`src/include/channel_sum_consts.svh`:
```
`ifndef CHANNEL_SUM_CONSTS_SVH
`define CHANNEL_SUM_CONSTS_SVH

// Pixel and sum word widths
`define CS_DATA_WIDTH 16
`define CS_SUM_WIDTH 32

// Planes per accumulation group, kept a power of two for the adder tree
`define CS_CHANNELS 4

// Pixels in one feature-map plane
`define CS_PLANE_PIXELS 4

// Input FIFO depth doubles as the upstream credit count
`define CS_IN_FIFO_DEPTH 4
`define CS_OUT_FIFO_DEPTH 4

// Credits granted by downstream at reset
`define CS_OUT_CREDITS 2

`endif
```
`src/logic/channel_sum_pkg.sv`:
```
`include "channel_sum_consts.svh"

package channel_sum_pkg;

  typedef logic signed [`CS_DATA_WIDTH-1:0] pixel_t;
  typedef logic signed [`CS_SUM_WIDTH-1:0] sum_t;

  // Position of a pixel inside its plane
  typedef logic [$clog2(`CS_PLANE_PIXELS)-1:0] pix_idx_t;

  // Receiver to delay line
  typedef struct packed {
    pixel_t   pixel;
    pix_idx_t index;
    logic     last_channel;
  } channel_pixel_t;

  // Co-located pixels of all channels, channel 0 in the lowest slot
  typedef struct packed {
    pixel_t [`CS_CHANNELS-1:0] pixels;
    pix_idx_t                  index;
  } channel_vec_t;

  typedef struct packed {
    sum_t     sum;
    pix_idx_t index;
  } sum_beat_t;

endpackage

```
`src/logic/channel_sum_top.sv`:
```
`timescale 1ns/100ps

module channel_sum_top (
  input  logic                       clk,
  input  logic                       reset,
  input  logic                       in_valid,
  input  channel_sum_pkg::pixel_t    in_data,
  output logic                       in_credit,
  output logic                       out_valid,
  output channel_sum_pkg::sum_beat_t out_beat,
  input  logic                       out_credit
);
  import channel_sum_pkg::*;

  logic           slot_free;
  logic           issue_valid;
  channel_pixel_t issue_pixel;
  logic           vec_valid;
  channel_vec_t   vec;
  logic           sum_valid;
  sum_beat_t      sum_beat;

  beat_receiver beat_receiver_inst (
    .clk         (clk),
    .reset       (reset),
    .in_valid    (in_valid),
    .in_data     (in_data),
    .in_credit   (in_credit),
    .slot_free   (slot_free),
    .issue_valid (issue_valid),
    .issue_pixel (issue_pixel)
  );

  plane_delay_line plane_delay_line_inst (
    .clk         (clk),
    .reset       (reset),
    .issue_valid (issue_valid),
    .issue_pixel (issue_pixel),
    .vec_valid   (vec_valid),
    .vec         (vec)
  );

  channel_adder_tree channel_adder_tree_inst (
    .clk       (clk),
    .reset     (reset),
    .vec_valid (vec_valid),
    .vec       (vec),
    .sum_valid (sum_valid),
    .sum_beat  (sum_beat)
  );

  // Each last-channel issue books an output slot
  sum_sender sum_sender_inst (
    .clk        (clk),
    .reset      (reset),
    .reserve    (issue_valid && issue_pixel.last_channel),
    .sum_valid  (sum_valid),
    .sum_beat   (sum_beat),
    .slot_free  (slot_free),
    .out_credit (out_credit),
    .out_valid  (out_valid),
    .out_beat   (out_beat)
  );

endmodule

```
`src/logic/sum_sender.sv`:
```
`timescale 1ns/100ps
`include "channel_sum_consts.svh"

module sum_sender (
  input  logic                       clk,
  input  logic                       reset,
  input  logic                       reserve,
  input  logic                       sum_valid,
  input  channel_sum_pkg::sum_beat_t sum_beat,
  output logic                       slot_free,
  input  logic                       out_credit,
  output logic                       out_valid,
  output channel_sum_pkg::sum_beat_t out_beat
);
  import channel_sum_pkg::*;

  localparam int DEPTH = `CS_OUT_FIFO_DEPTH;
  localparam int PTR_W = $clog2(DEPTH);
  localparam int CNT_W = $clog2(DEPTH + 1);
  localparam int CRD_W = $clog2(`CS_OUT_CREDITS + 1);

  sum_beat_t        fifo_mem [DEPTH];
  logic [PTR_W-1:0] wr_ptr;
  logic [PTR_W-1:0] rd_ptr;
  logic [CNT_W-1:0] fifo_cnt;
  logic [CNT_W-1:0] resv_cnt;
  logic [CNT_W:0]   pending;
  logic [CRD_W-1:0] credit_cnt;
  logic             send;

  // Stored sums plus sums still inside the delay line and tree
  assign pending   = fifo_cnt + resv_cnt;
  assign slot_free = (pending < (CNT_W + 1)'(DEPTH));
  assign send      = (fifo_cnt != '0) && (credit_cnt != '0);

  always_ff @(posedge clk) begin
    if (sum_valid) begin
      fifo_mem[wr_ptr] <= sum_beat;
    end
    if (send) begin
      out_beat <= fifo_mem[rd_ptr];
    end
  end

  always_ff @(posedge clk) begin
    if (reset) begin
      wr_ptr     <= '0;
      rd_ptr     <= '0;
      fifo_cnt   <= '0;
      resv_cnt   <= '0;
      credit_cnt <= CRD_W'(`CS_OUT_CREDITS);
      out_valid  <= 1'b0;
    end else begin
      if (sum_valid) begin
        wr_ptr <= (wr_ptr == PTR_W'(DEPTH - 1)) ? '0 : wr_ptr + 1'b1;
      end
      if (send) begin
        rd_ptr <= (rd_ptr == PTR_W'(DEPTH - 1)) ? '0 : rd_ptr + 1'b1;
      end
      case ({sum_valid, send})
        2'b10:   fifo_cnt <= fifo_cnt + 1'b1;
        2'b01:   fifo_cnt <= fifo_cnt - 1'b1;
        default: fifo_cnt <= fifo_cnt;
      endcase
      // A written sum releases the oldest reservation
      case ({reserve, sum_valid})
        2'b10:   resv_cnt <= resv_cnt + 1'b1;
        2'b01:   resv_cnt <= resv_cnt - 1'b1;
        default: resv_cnt <= resv_cnt;
      endcase
      case ({out_credit, send})
        2'b10:   credit_cnt <= credit_cnt + 1'b1;
        2'b01:   credit_cnt <= credit_cnt - 1'b1;
        default: credit_cnt <= credit_cnt;
      endcase
      out_valid <= send;
    end
  end

endmodule

```
`src/logic/channel_adder_tree.sv`:
```
`timescale 1ns/100ps
`include "channel_sum_consts.svh"

module channel_adder_tree (
  input  logic                          clk,
  input  logic                          reset,
  input  logic                          vec_valid,
  input  channel_sum_pkg::channel_vec_t vec,
  output logic                          sum_valid,
  output channel_sum_pkg::sum_beat_t    sum_beat
);
  import channel_sum_pkg::*;

  localparam int CHANNELS = `CS_CHANNELS;
  localparam int LEVELS   = $clog2(CHANNELS);

  // Registered results of each level, level l keeps CHANNELS >> (l+1) sums
  sum_t     stage_sum   [LEVELS][CHANNELS];
  logic     stage_valid [LEVELS];
  pix_idx_t stage_index [LEVELS];

  for (genvar l = 0; l < LEVELS; l++) begin : g_level
    localparam int HALF = CHANNELS >> (l + 1);

    sum_t     src_sum [2*HALF];
    logic     src_valid;
    pix_idx_t src_index;

    if (l == 0) begin : g_from_vec
      assign src_valid = vec_valid;
      assign src_index = vec.index;
      // Sign extension to the sum width
      for (genvar i = 0; i < 2 * HALF; i++) begin : g_ext
        assign src_sum[i] = sum_t'($signed(vec.pixels[i]));
      end
    end else begin : g_from_stage
      assign src_valid = stage_valid[l-1];
      assign src_index = stage_index[l-1];
      for (genvar i = 0; i < 2 * HALF; i++) begin : g_fwd
        assign src_sum[i] = stage_sum[l-1][i];
      end
    end

    always_ff @(posedge clk) begin
      if (reset) begin
        stage_valid[l] <= 1'b0;
      end else begin
        stage_valid[l] <= src_valid;
      end
    end

    always_ff @(posedge clk) begin
      stage_index[l] <= src_index;
    end

    // Pair i with i+half, wraps at the sum width
    for (genvar i = 0; i < HALF; i++) begin : g_add
      always_ff @(posedge clk) begin
        stage_sum[l][i] <= src_sum[i] + src_sum[i+HALF];
      end
    end
  end

  assign sum_valid      = stage_valid[LEVELS-1];
  assign sum_beat.sum   = stage_sum[LEVELS-1][0];
  assign sum_beat.index = stage_index[LEVELS-1];

endmodule

```
`src/logic/plane_delay_line.sv`:
```
`timescale 1ns/100ps
`include "channel_sum_consts.svh"

module plane_delay_line (
  input  logic                            clk,
  input  logic                            reset,
  input  logic                            issue_valid,
  input  channel_sum_pkg::channel_pixel_t issue_pixel,
  output logic                            vec_valid,
  output channel_sum_pkg::channel_vec_t   vec
);
  import channel_sum_pkg::*;

  localparam int CHANNELS = `CS_CHANNELS;
  localparam int PIXELS   = `CS_PLANE_PIXELS;
  localparam int TAPS     = (CHANNELS - 1) * PIXELS;

  // taps[0] holds the pixel issued one beat ago
  pixel_t taps [TAPS];
  logic   last_issue;

  assign last_issue = issue_valid && issue_pixel.last_channel;

  ////////////////////////////////////////////////////////////////////////////
  // Plane-length shift chain, steps once per issued pixel
  ////////////////////////////////////////////////////////////////////////////

  always_ff @(posedge clk) begin
    if (issue_valid) begin
      taps[0] <= issue_pixel.pixel;
      for (int k = 1; k < TAPS; k++) begin
        taps[k] <= taps[k-1];
      end
    end
  end

  ////////////////////////////////////////////////////////////////////////////
  // Channel vector capture
  ////////////////////////////////////////////////////////////////////////////

  always_ff @(posedge clk) begin
    if (reset) begin
      vec_valid <= 1'b0;
    end else begin
      vec_valid <= last_issue;
    end
  end

  // Channel c sits (CHANNELS-1-c) planes behind the current pixel
  always_ff @(posedge clk) begin
    if (last_issue) begin
      vec.pixels[CHANNELS-1] <= issue_pixel.pixel;
      for (int c = 0; c < CHANNELS - 1; c++) begin
        vec.pixels[c] <= taps[(CHANNELS - 1 - c) * PIXELS - 1];
      end
      vec.index <= issue_pixel.index;
    end
  end

endmodule

```
`src/logic/beat_receiver.sv`:
```
`timescale 1ns/100ps
`include "channel_sum_consts.svh"

module beat_receiver (
  input  logic                            clk,
  input  logic                            reset,
  input  logic                            in_valid,
  input  channel_sum_pkg::pixel_t         in_data,
  output logic                            in_credit,
  input  logic                            slot_free,
  output logic                            issue_valid,
  output channel_sum_pkg::channel_pixel_t issue_pixel
);
  import channel_sum_pkg::*;

  localparam int DEPTH  = `CS_IN_FIFO_DEPTH;
  localparam int PTR_W  = $clog2(DEPTH);
  localparam int CNT_W  = $clog2(DEPTH + 1);
  localparam int CHAN_W = $clog2(`CS_CHANNELS);

  pixel_t            fifo_mem [DEPTH];
  logic [PTR_W-1:0]  wr_ptr;
  logic [PTR_W-1:0]  rd_ptr;
  logic [CNT_W-1:0]  fifo_cnt;
  pix_idx_t          pix_idx;
  logic [CHAN_W-1:0] chan_idx;
  logic              head_last;

  ////////////////////////////////////////////////////////////////////////////
  // Issue control
  ////////////////////////////////////////////////////////////////////////////

  assign head_last = (chan_idx == CHAN_W'(`CS_CHANNELS - 1));

  // Only a last-channel pixel makes a sum, so only it needs output space
  assign issue_valid = (fifo_cnt != '0) && (!head_last || slot_free);

  assign issue_pixel.pixel        = fifo_mem[rd_ptr];
  assign issue_pixel.index        = pix_idx;
  assign issue_pixel.last_channel = head_last;

  ////////////////////////////////////////////////////////////////////////////
  // Input FIFO
  ////////////////////////////////////////////////////////////////////////////

  always_ff @(posedge clk) begin
    if (in_valid) begin
      fifo_mem[wr_ptr] <= in_data;
    end
  end

  always_ff @(posedge clk) begin
    if (reset) begin
      wr_ptr    <= '0;
      rd_ptr    <= '0;
      fifo_cnt  <= '0;
      in_credit <= 1'b0;
    end else begin
      if (in_valid) begin
        wr_ptr <= (wr_ptr == PTR_W'(DEPTH - 1)) ? '0 : wr_ptr + 1'b1;
      end
      if (issue_valid) begin
        rd_ptr <= (rd_ptr == PTR_W'(DEPTH - 1)) ? '0 : rd_ptr + 1'b1;
      end
      case ({in_valid, issue_valid})
        2'b10:   fifo_cnt <= fifo_cnt + 1'b1;
        2'b01:   fifo_cnt <= fifo_cnt - 1'b1;
        default: fifo_cnt <= fifo_cnt;
      endcase
      // One credit back per popped entry
      in_credit <= issue_valid;
    end
  end

  // Position of the head pixel, pixel-major within a plane
  always_ff @(posedge clk) begin
    if (reset) begin
      pix_idx  <= '0;
      chan_idx <= '0;
    end else if (issue_valid) begin
      if (pix_idx == pix_idx_t'(`CS_PLANE_PIXELS - 1)) begin
        pix_idx  <= '0;
        chan_idx <= head_last ? '0 : chan_idx + 1'b1;
      end else begin
        pix_idx <= pix_idx + 1'b1;
      end
    end
  end

endmodule

```
`config.mk`:
```
export PLATFORM = sky130hd
export DESIGN_NAME = channel_sum_top
export DESIGN_NICKNAME = d
export VERILOG_FILES = /design/src/logic/channel_sum_pkg.sv /design/src/logic/channel_sum_top.sv /design/src/logic/sum_sender.sv /design/src/logic/channel_adder_tree.sv /design/src/logic/plane_delay_line.sv /design/src/logic/beat_receiver.sv
export VERILOG_INCLUDE_DIRS = /design/src /design/src/include
export SDC_FILE = /design/constraint.sdc
export NUM_CORES = 1
export LEC_CHECK = 0
export ABC_AREA = 1
export BUFFER_PORTS_ARGS = -buffer_cell sky130_fd_sc_hd__buf_2
export CAP_MARGIN = 25
export CORE_ASPECT_RATIO = 0.8
export CORE_MARGIN = 4
export CORE_UTILIZATION = 65
export DETAILED_ROUTE_END_ITERATION = 7
export PLACE_DENSITY = 0.86
export SLEW_MARGIN = 15
export SYNTH_ARGS = -nofsm -noshare
export SYNTH_HDL_FRONTEND = slang
export SYNTH_HIERARCHICAL = 1
export SYNTH_SLANG_ARGS = --single-unit
```
`constraint.sdc`:
```
create_clock -name clk -period 9.9 [get_ports clk]
set_input_delay 1.98 -clock clk [delete_from_list [all_inputs] [get_ports clk]]
set_output_delay 1.98 -clock clk [all_outputs]
set_load 0.05 [all_outputs]
```
# Word level (Yosys, flattened, before mapping)
# Memory sizes are Yosys's and may differ from the RTL's. A register that Yosys moved wholly into a read port is not among the register bits.
# Index checks and enable logic that the tools add are counted.
# W data, S select, Z words.
[totals]
register_bits = 76
latch_bits = 0
mem_bits_rw = 526
mem_bits_ro = 0
inputBits = 20
memories = 6
[mem_list]
columns = ["name", "words", "word_bits", "rd", "rd_clocked_by_memory_dff", "write_ports", "line", "text"]
rows = [
  ["plane_delay_line_inst.taps", 12, 16, 12, 1, 12, "plane_delay_line.sv:19", "pixel_t taps [TAPS];"],
  ["sum_sender_inst.fifo_mem", 4, 34, 1, 1, 1, "sum_sender.sv:22", "sum_beat_t fifo_mem [DEPTH];"],
  ["channel_adder_tree_inst.stage_sum", 2, 64, 2, 0, 2, "channel_adder_tree.sv:18", "sum_t stage_sum [LEVELS][CHANNELS];"],
  ["beat_receiver_inst.fifo_mem", 4, 16, 1, 1, 1, "beat_receiver.sv:21", "pixel_t fifo_mem [DEPTH];"],
  ["channel_adder_tree_inst.stage_index", 2, 2, 2, 0, 2, "channel_adder_tree.sv:20", "pix_idx_t stage_index [LEVELS];"],
  ["channel_adder_tree_inst.stage_valid", 2, 1, 2, 0, 2, "channel_adder_tree.sv:19", "logic stage_valid [LEVELS];"],
]
[classes]
n_addsub = 18
multipliers = 0
div = 0
n_lt_le_gt_ge = 1
n_eq_ne = 14
shifts = 0
muxes = 23
bitwise_logic = 2
n_reduce_logical = 13
[op_table]
columns = ["op", "n"]
rows = [
  ["$add A16 B16 Y17", 2],
  ["$add A32 B32 Y32", 1],
  ["$eq A2 B2 Y1 const B", 10],
  ["$pmux W3 S2", 3],
  ["$mux W2", 8],
  ["$add A2 B1 Y2 const B", 7],
  ["$mux W1", 11],
  ["$reduce_bool A2 Y1", 5],
  ["$add A3 B1 Y3 const B", 3],
  ["$sub A3 B1 Y3 const B", 3],
  ["$eq A2 B1 Y1 const B", 4],
  ["$reduce_bool A3 Y1", 2],
  ["$add A3 B3 Y4", 1],
  ["$lt A4 B3 Y1 const B", 1],
  ["$pmux W2 S2", 1],
  ["$logic_and A1 B1 Y1", 3],
  ["$or A1 B1 Y1", 2],
  ["$reduce_and A2 Y1", 1],
  ["$sub A2 B1 Y2 const B", 1],
  ["$logic_not A1 Y1", 1],
  ["$logic_or A1 B1 Y1", 1],
]

# Logic depth before layout (Yosys ltp)
# Gate-level depths: netlist (run 1).
[depth]
depth_word = 7
depth_mapped = 18

# Cells and area by module
# The synthesis (run 1) kept the hierarchy.
[modules_own_cells]
columns = ["mod", "instances", "cells_each", "area_per_inst_um2", "seq_area_each_um2"]
rows = [
  ["plane_delay_line", 1, 262, 7781.2, 7767.4],
  ["sum_sender", 1, 468, 6844.1, 5365.1],
  ["channel_adder_tree", 1, 638, 4347.9, 1441.4],
  ["beat_receiver", 1, 240, 3016.6, 2202.1],
  ["channel_sum_top", 1, 2, 7.5, 0.0],
]

# Worst setup path after synthesis (run 1)
# No wires, ideal clock.
[synth_timing]
path_type = "reg-to-reg"
from = "register sum_sender_inst.fifo_cnt[1]"
to = "register plane_delay_line_inst/vec[0] (netlist name)"
arrival_time_ps = 4931
t_required_ps = 9480
slack_ps = 4549
path_stages_with_launch = 11
synth_period_minus_slack_ps = 5351
path_cell_list = "dfxtp_1 ha_1 nand2_1 nor2_1 nor4_1 inv_1 nand2_1 nand2_1 inv_2 nand2_1 inv_1"
[synth_via]
elab_chain_len = 5
[synth_rtl]
columns = ["element", "line", "text"]
rows = [
  ["from (decl)", "sum_sender.sv:25", "logic [CNT_W-1:0] fifo_cnt;"],
  ["from (signal assigned)", "sum_sender.sv:61", "2'b10: fifo_cnt <= fifo_cnt + 1'b1;"],
  ["from (signal assigned)", "sum_sender.sv:62", "2'b01: fifo_cnt <= fifo_cnt - 1'b1;"],
  ["from (signal assigned)", "sum_sender.sv:63", "default: fifo_cnt <= fifo_cnt;"],
  ["$add A3 B3 Y4", "sum_sender.sv:32", "assign pending = fifo_cnt + resv_cnt;"],
  ["$lt A4 B3 Y1", "sum_sender.sv:33", "assign slot_free = (pending < (CNT_W + 1)'(DEPTH));"],
  ["named net slot_free", "channel_sum_top.sv:15", "logic slot_free;"],
  ["$logic_or A1 B1 Y1", "beat_receiver.sv:36", "assign issue_valid = (fifo_cnt != '0) && (!head_last || slot_free);"],
  ["$logic_and A1 B1 Y1", "beat_receiver.sv:36", ""],
  ["named net issue_valid", "channel_sum_top.sv:16", "logic issue_valid;"],
  ["$logic_and A1 B1 Y1", "plane_delay_line.sv:22", "assign last_issue = issue_valid && issue_pixel.last_channel;"],
  ["named net plane_delay_line_inst.last_issue", "plane_delay_line.sv:20", "logic last_issue;"],
]
# The timed path passes the listed nets, and every way through them passes these cells.
# A chain may end at the register's enable or synchronous reset.

# Worst setup path in the final report (run 1)
[layout_timing]
from = "register sum_sender_inst.fifo_cnt[1]"
to = "register plane_delay_line_inst/vec[41] (netlist name)"
[layout_via]
elab_chain_len = 5
[layout_rtl]
columns = ["element", "line"]
rows = [
  ["$add A3 B3 Y4", "sum_sender.sv:32"],
  ["$lt A4 B3 Y1", "sum_sender.sv:33"],
  ["named net slot_free", "channel_sum_top.sv:15"],
  ["$logic_or A1 B1 Y1", "beat_receiver.sv:36"],
  ["$logic_and A1 B1 Y1", "beat_receiver.sv:36"],
  ["named net issue_valid", "channel_sum_top.sv:16"],
  ["$logic_and A1 B1 Y1", "plane_delay_line.sv:22"],
  ["named net plane_delay_line_inst.last_issue", "plane_delay_line.sv:20"],
]
# The timed path passes the listed nets, and every way through them passes these cells.

==> reports/results.tsv, run 1 <==
stage	metric	value	unit
timing	RSZ-0062 raised after global routing	no	
worst_setup_path	WS Path Type	register to register	
placement	GP Congestion	0.910	
logic_synthesis	most instantiated library cell after synthesis	edfxtp_1	
floorplanning	starting density of the core	66.8	%
run_status	outcome	complete, no violations	
worst_setup_path	CP arrival	3780	ps
timing	maximum clock frequency	279	MHz
logic_synthesis	async set-reset flop share out of synthesis	0	%
route	final WL	42500	um
power_and_ir_drop	Worst VDD drop	0.297	mV
logic_synthesis	Area contributors post-synth	edfxtp_1 67%, dfxtp_1 9.1%, nand2_1 4.4%, ha_1 3.7%, nor2_1 3.2%	
logic_synthesis	top cells by count, synth	492 x edfxtp_1, 257 x nand2_1, 188 x nor2_1, 113 x inv_1, 100 x dfxtp_1	
grt	antenna violations before repair	0	
logic_synthesis	Synth Warn #	6	
clock_network	post-CTS sizing	0	
clock_network	CTS Buf Count	52	
worst_setup_path	Worst path slowest cell	inv_6	
logic_synthesis	Post-Syn Nets	1701	
final_layout	Layout area overhead	11.3	%
floorplanning	IO Count	56	
floorplanning	Die Wd	214	um
timing	clock skew	15.4	ps
placement	placed insts	2067	
worst_setup_path	Max FO, Critical Path	115	
timing	Relative slew margins	32.5	%
clock_network	CTS tree	built	
logic_synthesis	number of synthesized flops with an enable pin	492	
logic_synthesis	Seq cells post-synth	592	
worst_setup_path	Critical Path RT	10090	ps
logic_synthesis	Yosys top cell by area	edfxtp_1	
floorplanning	Core Box Area	0.0329	mm2
route	Routed Antenna Nets	0	
clock_network	clock sinks	592	
logic_synthesis	Cell Area, Synth	0.0220	mm2
logic_synthesis	Syn Area/Cell	13.7	um2
worst_setup_path	Worst path most repeated cell	nand2_1	
power_and_ir_drop	pwr/cell area	295	mW/mm2
grt	vias in the first global route	12700	
final_layout	Final #Nets	1787	
logic_synthesis	simple-gate portion of the synthesized area	9.82	%
floorplanning	Core Rows	59	
logic_synthesis	synth unique cells	34	
final_layout	fill count	1874	
logic_synthesis	Primary FF master, synth	edfxtp_1	
route	drt pass-1 iters	7	
worst_setup_path	CP peak stage delay	770	ps
logic_synthesis	Synth Area in Compound Gates	5.81	%
power_and_ir_drop	leakage power	9.37	nW
final_layout	share of cells above drive strength 1	9.63	%
placement	Port Buf Inserts	55	
final_layout	final core occ	74.4	%
clock_network	hold buffer count at CTS	0	
worst_setup_path	CP cell instances	ha_1 > nand2_1 > nor2_1 > nor4_1 > inv_1 > nand2_1 > nand2_1 > inv_6 > nand2_1 > inv_2 > buf_4	
logic_synthesis	post-synthesis sequential area ratio	76.3	%
placement	Final HPWL DP	25100	um
route	DR vias	12800	
route	starting DRC count in detailed routing	1353	
timing	Setup-failing EPs final	0	
worst_setup_path	Worst setup EP type	register	
worst_setup_path	CP startpoint kind	register	
final_layout	Post-Layout Cell Count	2162	
worst_setup_path	Buf+Inv Stages, Crit Path	4	
clock_network	clk_lat worst skew	580	ps
logic_synthesis	largest family of logic cells by synthesized area	simple AND/OR/NAND/NOR gates	
timing	minimum clock period	3590	ps
floorplanning	Die Ht	173	um
worst_hold_path	HP Class	register to register	
placement	dpl ws	6350	ps
grt	global-route wire length before repair	67000	um
logic_synthesis	mux cell area share after synthesis	0	%
clock_network	CTS root buf	clkbuf_16	
grt	total grt overflow	0	
timing	final worst slack	6310	ps
worst_setup_path	CP top delay family	buffers and inverters	
route	Via density	5.91	
logic_synthesis	Syn Inst Count	1610	
timing	final hold vios	0	
clock_network	CTS Buffer Depth	3	
logic_synthesis	Adder-Cell Fraction of Synth Area	4.24	%
placement	DP Area	0.0227	mm2
logic_synthesis	Synth Area in XOR/XNOR	0.956	%
timing	setup TNS	0	ps
final_layout	n_diodes	0	
route	Post-route DRC	0	
grt	largest net degree at the start of global routing	116	
floorplanning	Total Die Area	0.0369	mm2
run	Max Cap Viol	0	
route	wire per inst	19.7	um
grt	total global-route track usage	23.1	%
final_layout	Design Area, Final	0.0245	mm2
clock_network	CTS clk-pin slew, worst paths	70	ps
timing	fin. max-slew vios	0	
timing	Slew @ Worst Pin	1010	ps
clock_network	H-Tree Level Count	2	
timing	final cycle utilization of the critical path	36.2	%
logic_synthesis	top-area cell type share of the netlist area	67.2	%
clock_network	postcts setup bufs	0	
## sequential cells by signal, indices dropped and copies added, names as in the netlist, 4 cells and up, named ones only
register / count
beat_receiver_inst/fifo_mem: 64
channel_adder_tree_inst/stage_index: 4
channel_adder_tree_inst/stage_sum: 66
plane_delay_line_inst/taps: 192
plane_delay_line_inst/vec: 66
sum_sender_inst/fifo_mem: 136
sum_sender_inst/out_beat: 34
## worst register-to-register path: stages (launching register included)
cell	delay [ps]
dfxtp_1	450
ha_1	270
nand2_1	80
nor2_1	60
nor4_1	200
inv_1	70
nand2_1	80
nand2_1	190
inv_6	770
nand2_1	240
inv_2	80
buf_4	660
## area by class of cell
class / instances / area [um2] / share of cell area (%)
sequential: 592 / 16800 / 68.5
multi-input combinational: 867 / 4580 / 18.7
clock buffer: 63 / 1410 / 5.77
tap: 427 / 534 / 2.18
inverter: 121 / 462 / 1.89
clock inverter: 30 / 367 / 1.50
timing repair buffer: 62 / 348 / 1.42
## cells by family (layout without fill, tap and decap cells)
group / count (synthesis) / count (layout)
AO/OA/AOI/OAI: 240 / 240
XOR/XNOR: 24 / 24
adder cells (fa/ha/maj): 71 / 71
buffers and inverters: 151 / 276
flip-flops: 592 / 592
AND/OR/NAND/NOR: 532 / 532
## layout by cell type (no fill, tap or decap), drive strengths merged, types with 4 or more instances in the layout
| cell | synthesis | routed |
|---|---|---|
| buf | 25 | 62 |
| edfxtp | 492 | 492 |
| clkbuf | 5 | 63 |
| o22ai | 50 | 50 |
| clkinv | 0 | 16 |
| clkinvlp | 0 | 4 |
| xor2 | 22 | 22 |
| inv | 121 | 123 |
| nand4 | 6 | 6 |
| dfxtp | 100 | 100 |
| nor3 | 15 | 15 |
| nand3 | 50 | 50 |
| fa | 6 | 6 |
| ha | 65 | 65 |
| nand2 | 262 | 262 |
| o21ai | 129 | 129 |
| a21oi | 55 | 55 |
| bufinv | 0 | 8 |
| o21bai | 5 | 5 |
| nor2 | 190 | 190 |
## per-stage QoR
| stage | hold slack [ps] | total power, mW |
|---|---|---|
| floorplan | 310 | 4.75 |
| global placement | 317 | 5.00 |
| detailed placement | 319 | 5.12 |
| CTS | 346 | 7.22 |
| global route | 361 | 7.51 |
| finish | 341 | 7.22 |
## final timing paths
check / start / to / depth (start not counted) / slack (ps)
worst min-delay path: channel_adder_tree_inst/stage_index[0][1]$_DFF_P_ / channel_adder_tree_inst/stage_index[0][3]$_DFF_P_ / 0 / 340
worst max-delay path: sum_sender_inst/fifo_cnt[1]$_SDFFE_PP0P_ / plane_delay_line_inst/vec[41]$_DFFE_PP_ / 11 / 6310
worst max register to register: sum_sender_inst/fifo_cnt[1]$_SDFFE_PP0P_ / plane_delay_line_inst/vec[41]$_DFFE_PP_ / 11 / 6310
worst min register to register: channel_adder_tree_inst/stage_index[0][1]$_DFF_P_ / channel_adder_tree_inst/stage_index[0][3]$_DFF_P_ / 0 / 340
## power breakdown
| group | leakage (nW) | internal, mW | switching [mW] |
|---|---|---|---|
| logic | 3.06 | 0.253 | 1.01 |
| clock network | 0.867 | 1.23 | 0.873 |
| registers | 5.45 | 3.61 | 0.236 |
## metal layers
metal | vias up | share of wire [%] | GRT usage, %
met1 | 6169 | 40 | 32.9
met2 | 633 | 49 | 37.5
li1 | 5875 | - | -
met5 | - | 0 | 0
met4 | 0 | 2.5 | 7.38
met3 | 101 | 7.9 | 3.66
Note: power is estimated with default switching activity, not from simulation.
==> run 2, diff against run 1 <==
CORE_UTILIZATION = 56   (was 65)
PLACE_DENSITY = 0.79   (was 0.86)
clock period = 2.9 ns   (was 9.9 ns; I/O delays follow)
==> run 2 against run 1 <==
- clock-buffer cell count grew 12
- sequential power rose to 3.4 times the previous value
- power increased to 3.4 times the previous value
- routed wire length shrank 10%
- utilization shrank 10 points
- via count shrank 3.9%
- largest power group unchanged
==> reports/results.tsv, run 2 (synthesis results as in run 1) <==
stage	metric	value	unit	change
worst_setup_path	Worst path slowest cell	fa_1		was inv_6
route	final WL	38100	um	was 42500 um
final_layout	Layout area overhead	12.2	%	was 11.3%
timing	final cycle utilization of the critical path	92.4	%	was 36.2%
floorplanning	Core Rows	64		was 59
worst_setup_path	Worst setup EP type	register		unchanged
placement	GP Congestion	0.870		was 0.910
power_and_ir_drop	Worst VDD drop	0.726	mV	was 0.297 mV
worst_setup_path	FF-to-FF Start	sum_sender_inst/fifo_cnt[1]$_SDFFE_PP0P_		unchanged
final_layout	most frequent cells in the layout	492 x edfxtp_1, 255 x nand2_1, 188 x nor2_1		was 492 x edfxtp_1, 257 x nand2_1, 188 x nor2_1
worst_setup_path	Critical Path RT	3370	ps	was 10090 ps
worst_setup_path	CP startpoint kind	register		unchanged
clock_network	post-CTS sizing	0		unchanged
worst_setup_path	CP top delay family	adder cells		was buffers and inverters
placement	placed insts	2174		was 2067
timing	RSZ-0062 raised after global routing	no		unchanged
clock_network	H-Tree Level Count	2		unchanged
clock_network	clock sinks	592		unchanged
timing	fin. max-slew vios	0		unchanged
clock_network	CTS root buf	clkbuf_16		unchanged
grt	total grt overflow	0		unchanged
route	drt pass-1 iters	7		unchanged
route	Routed Antenna Nets	0		unchanged
grt	global-route wire length before repair	60900	um	was 67000 um
grt	largest net degree at the start of global routing	131		was 116
timing	final hold vios	0		unchanged
final_layout	n_diodes	0		unchanged
timing	Setup-failing EPs final	0		unchanged
floorplanning	Die Wd	230	um	was 214 um
timing	maximum clock frequency	373	MHz	was 279 MHz
floorplanning	Total Die Area	0.0425	mm2	was 0.0369 mm2
power_and_ir_drop	leakage power	9.42	nW	was 9.37 nW
clock_network	CTS clk-pin slew, worst paths	70	ps	about the same
route	starting DRC count in detailed routing	1079		was 1353
worst_hold_path	Hold Startpoint	in_data[5]		was channel_adder_tree_inst/stage_index[0][1]$_DFF_P_
worst_setup_path	RR Endpoint	sum_sender_inst/resv_cnt[2]$_SDFFE_PP0P_		was plane_delay_line_inst/vec[41]$_DFFE_PP_
timing	clock skew	16.5	ps	was 15.4 ps
timing	Slew @ Worst Pin	741	ps	was 1010 ps
clock_network	CTS Buffer Depth	3		unchanged
final_layout	Post-Layout Cell Count	2274		was 2162
grt	total global-route track usage	17.8	%	was 23.1%
timing	Relative slew margins	50.6	%	was 32.5%
clock_network	postcts setup bufs	0		unchanged
worst_hold_path	hold path endpoint	beat_receiver_inst/fifo_mem[0][5]$_DFFE_PP_		was channel_adder_tree_inst/stage_index[0][3]$_DFF_P_
final_layout	fill count	2596		was 1874
worst_setup_path	CP peak stage delay	370	ps	was 770 ps
clock_network	hold buffer count at CTS	0		unchanged
worst_setup_path	Buf+Inv Stages, Crit Path	5		was 4
final_layout	max FFs per register	192		unchanged
run	Max Cap Viol	0		unchanged
floorplanning	Core Box Area	0.0385	mm2	was 0.0329 mm2
clock_network	CTS tree	built		unchanged
worst_setup_path	CP cell instances	ha_1 > nand2_1 > nor2_1 > nor4_1 > inv_1 > nand2_1 > nand2_2 > inv_16 > nand2_1 > inv_1 > inv_1 > ha_1 > inv_1 > fa_1 > a21oi_1 > o21ai_0 > o21ai_0 > a21oi_1		was ha_1 > nand2_1 > nor2_1 > nor4_1 > inv_1 > nand2_1 > nand2_1 > inv_6 > nand2_1 > inv_2 > buf_4
route	wire per inst	16.7	um	was 19.7 um
route	Via density	5.40		was 5.91
worst_setup_path	Worst path most repeated cell	inv_1		was nand2_1
placement	Port Buf Inserts	55		unchanged
final_layout	most common cell after layout, fill and taps aside	edfxtp_1		unchanged
worst_setup_path	r2r setup slk	220	ps	was 6310 ps
worst_setup_path	WS Path Type	register to register		unchanged
worst_hold_path	Hold Crit Depth	1		was 0
run_status	outcome	complete, no violations		unchanged
timing	setup TNS	0	ps	unchanged
route	Post-route DRC	0		unchanged
worst_setup_path	reg2reg path depth	18		was 11
timing	minimum clock period	2680	ps	was 3590 ps
final_layout	share of cells above drive strength 1	9.51	%	was 9.63%
power_and_ir_drop	pwr/cell area	990	mW/mm2	was 295 mW/mm2
worst_setup_path	CP arrival	3150	ps	was 3780 ps
worst_hold_path	HP Class	input port to register		was register to register
final_layout	Final #Nets	1792		was 1787
placement	Final HPWL DP	23100	um	was 25100 um
route	DR vias	12300		was 12.8k
floorplanning	IO Count	56		unchanged
floorplanning	Die Ht	185	um	was 173 um
grt	antenna violations before repair	0		unchanged
final_layout	Biggest register	plane_delay_line_inst/taps		unchanged
final_layout	Largest regs	plane_delay_line_inst/taps (192), sum_sender_inst/fifo_mem (136)		unchanged
grt	vias in the first global route	12300		was 12.7k
floorplanning	starting density of the core	57.1	%	was 66.8%
clock_network	CTS Buf Count	53		was 52
clock_network	clk_lat worst skew	590	ps	was 580 ps
worst_setup_path	Max FO, Critical Path	7		was 115
==> run 2: changes by cell type in the layout (fill, tap and decap cells not counted), moves of 2 or more <==
| cell | before | now |
|---|---|---|
| nand2_1 | 257 | 255 |
| bufinv_16 | 8 | 6 |
| clkinv_2 | 8 | 4 |
| inv_1 | 108 | 112 |
| clkbuf_1 | 5 | 15 |
| inv_2 | 11 | 6 |
| buf_4 | 5 | 9 |
| clkinvlp_4 | 3 | 1 |
==> run 2: layer usage <==
layer / up-vias / part of all wire (%) / GRT usage, %
li1: 5872 / - / -
met3: 85 / 5.9 / 3.12
met4: 0 / 2.4 / 5.86
met1: 5921 / 44 / 23.9
met2: 408 / 48 / 30.1
met5: - / 0 / 0
==> run 2: power breakdown <==
part / internal [mW] / total (mW) / switching [mW]
combinational: 0.869 / 4.22 / 3.35
clock: 4.14 / 7.13 / 2.99
sequential: 12.3 / 13.1 / 0.754
total: 17.3 / 24.4 / 7.09
==> run 2: how the worst max path moves through the flow <==
stage                                             start                                       end  slack [ps]  depth (start not counted)
3_3_place_gp   sum_sender_inst/fifo_cnt[1]$_SDFFE_PP0P_  sum_sender_inst/resv_cnt[2]$_SDFFE_PP0P_         420                         18
2_1_floorplan  sum_sender_inst/fifo_cnt[1]$_SDFFE_PP0P_    plane_delay_line_inst/vec[0]$_DFFE_PP_          60                         10
3_5_place_dp   sum_sender_inst/fifo_cnt[1]$_SDFFE_PP0P_  sum_sender_inst/resv_cnt[2]$_SDFFE_PP0P_         390                         18
4_1_cts        sum_sender_inst/fifo_cnt[1]$_SDFFE_PP0P_  sum_sender_inst/resv_cnt[2]$_SDFFE_PP0P_         270                         18
6_report       sum_sender_inst/fifo_cnt[1]$_SDFFE_PP0P_  sum_sender_inst/resv_cnt[2]$_SDFFE_PP0P_         220                         18
5_1_grt        sum_sender_inst/fifo_cnt[1]$_SDFFE_PP0P_  sum_sender_inst/resv_cnt[2]$_SDFFE_PP0P_           9                         18
==> run 2: final cells by class <==
cell class	instances	area, um2	area share (%)
clock buffer	75	1490	6.04
clock inverter	25	305	1.24
sequential	592	16800	68.0
timing repair buffer	66	383	1.55
tap	528	661	2.68
multi-input combinational	867	4590	18.6
inverter	121	477	1.93
==> run 2: stage by stage <==
stage | utilization, % | power (mW) | setup slack (ps) | cell area (um2) | hold slack, ps
finish | 64.1 | 24.4 | 219 | 24700 | 201
global route | 64.1 | 25.5 | 9.42 | 24700 | 183
CTS | 64.1 | 24.6 | 271 | 24700 | 169
detailed placement | 59.4 | 17.4 | 388 | 22900 | 328
global placement | 59.4 | 17.2 | 416 | 22900 | 315
floorplan | - | 16.1 | 62.4 | 22000 | 310
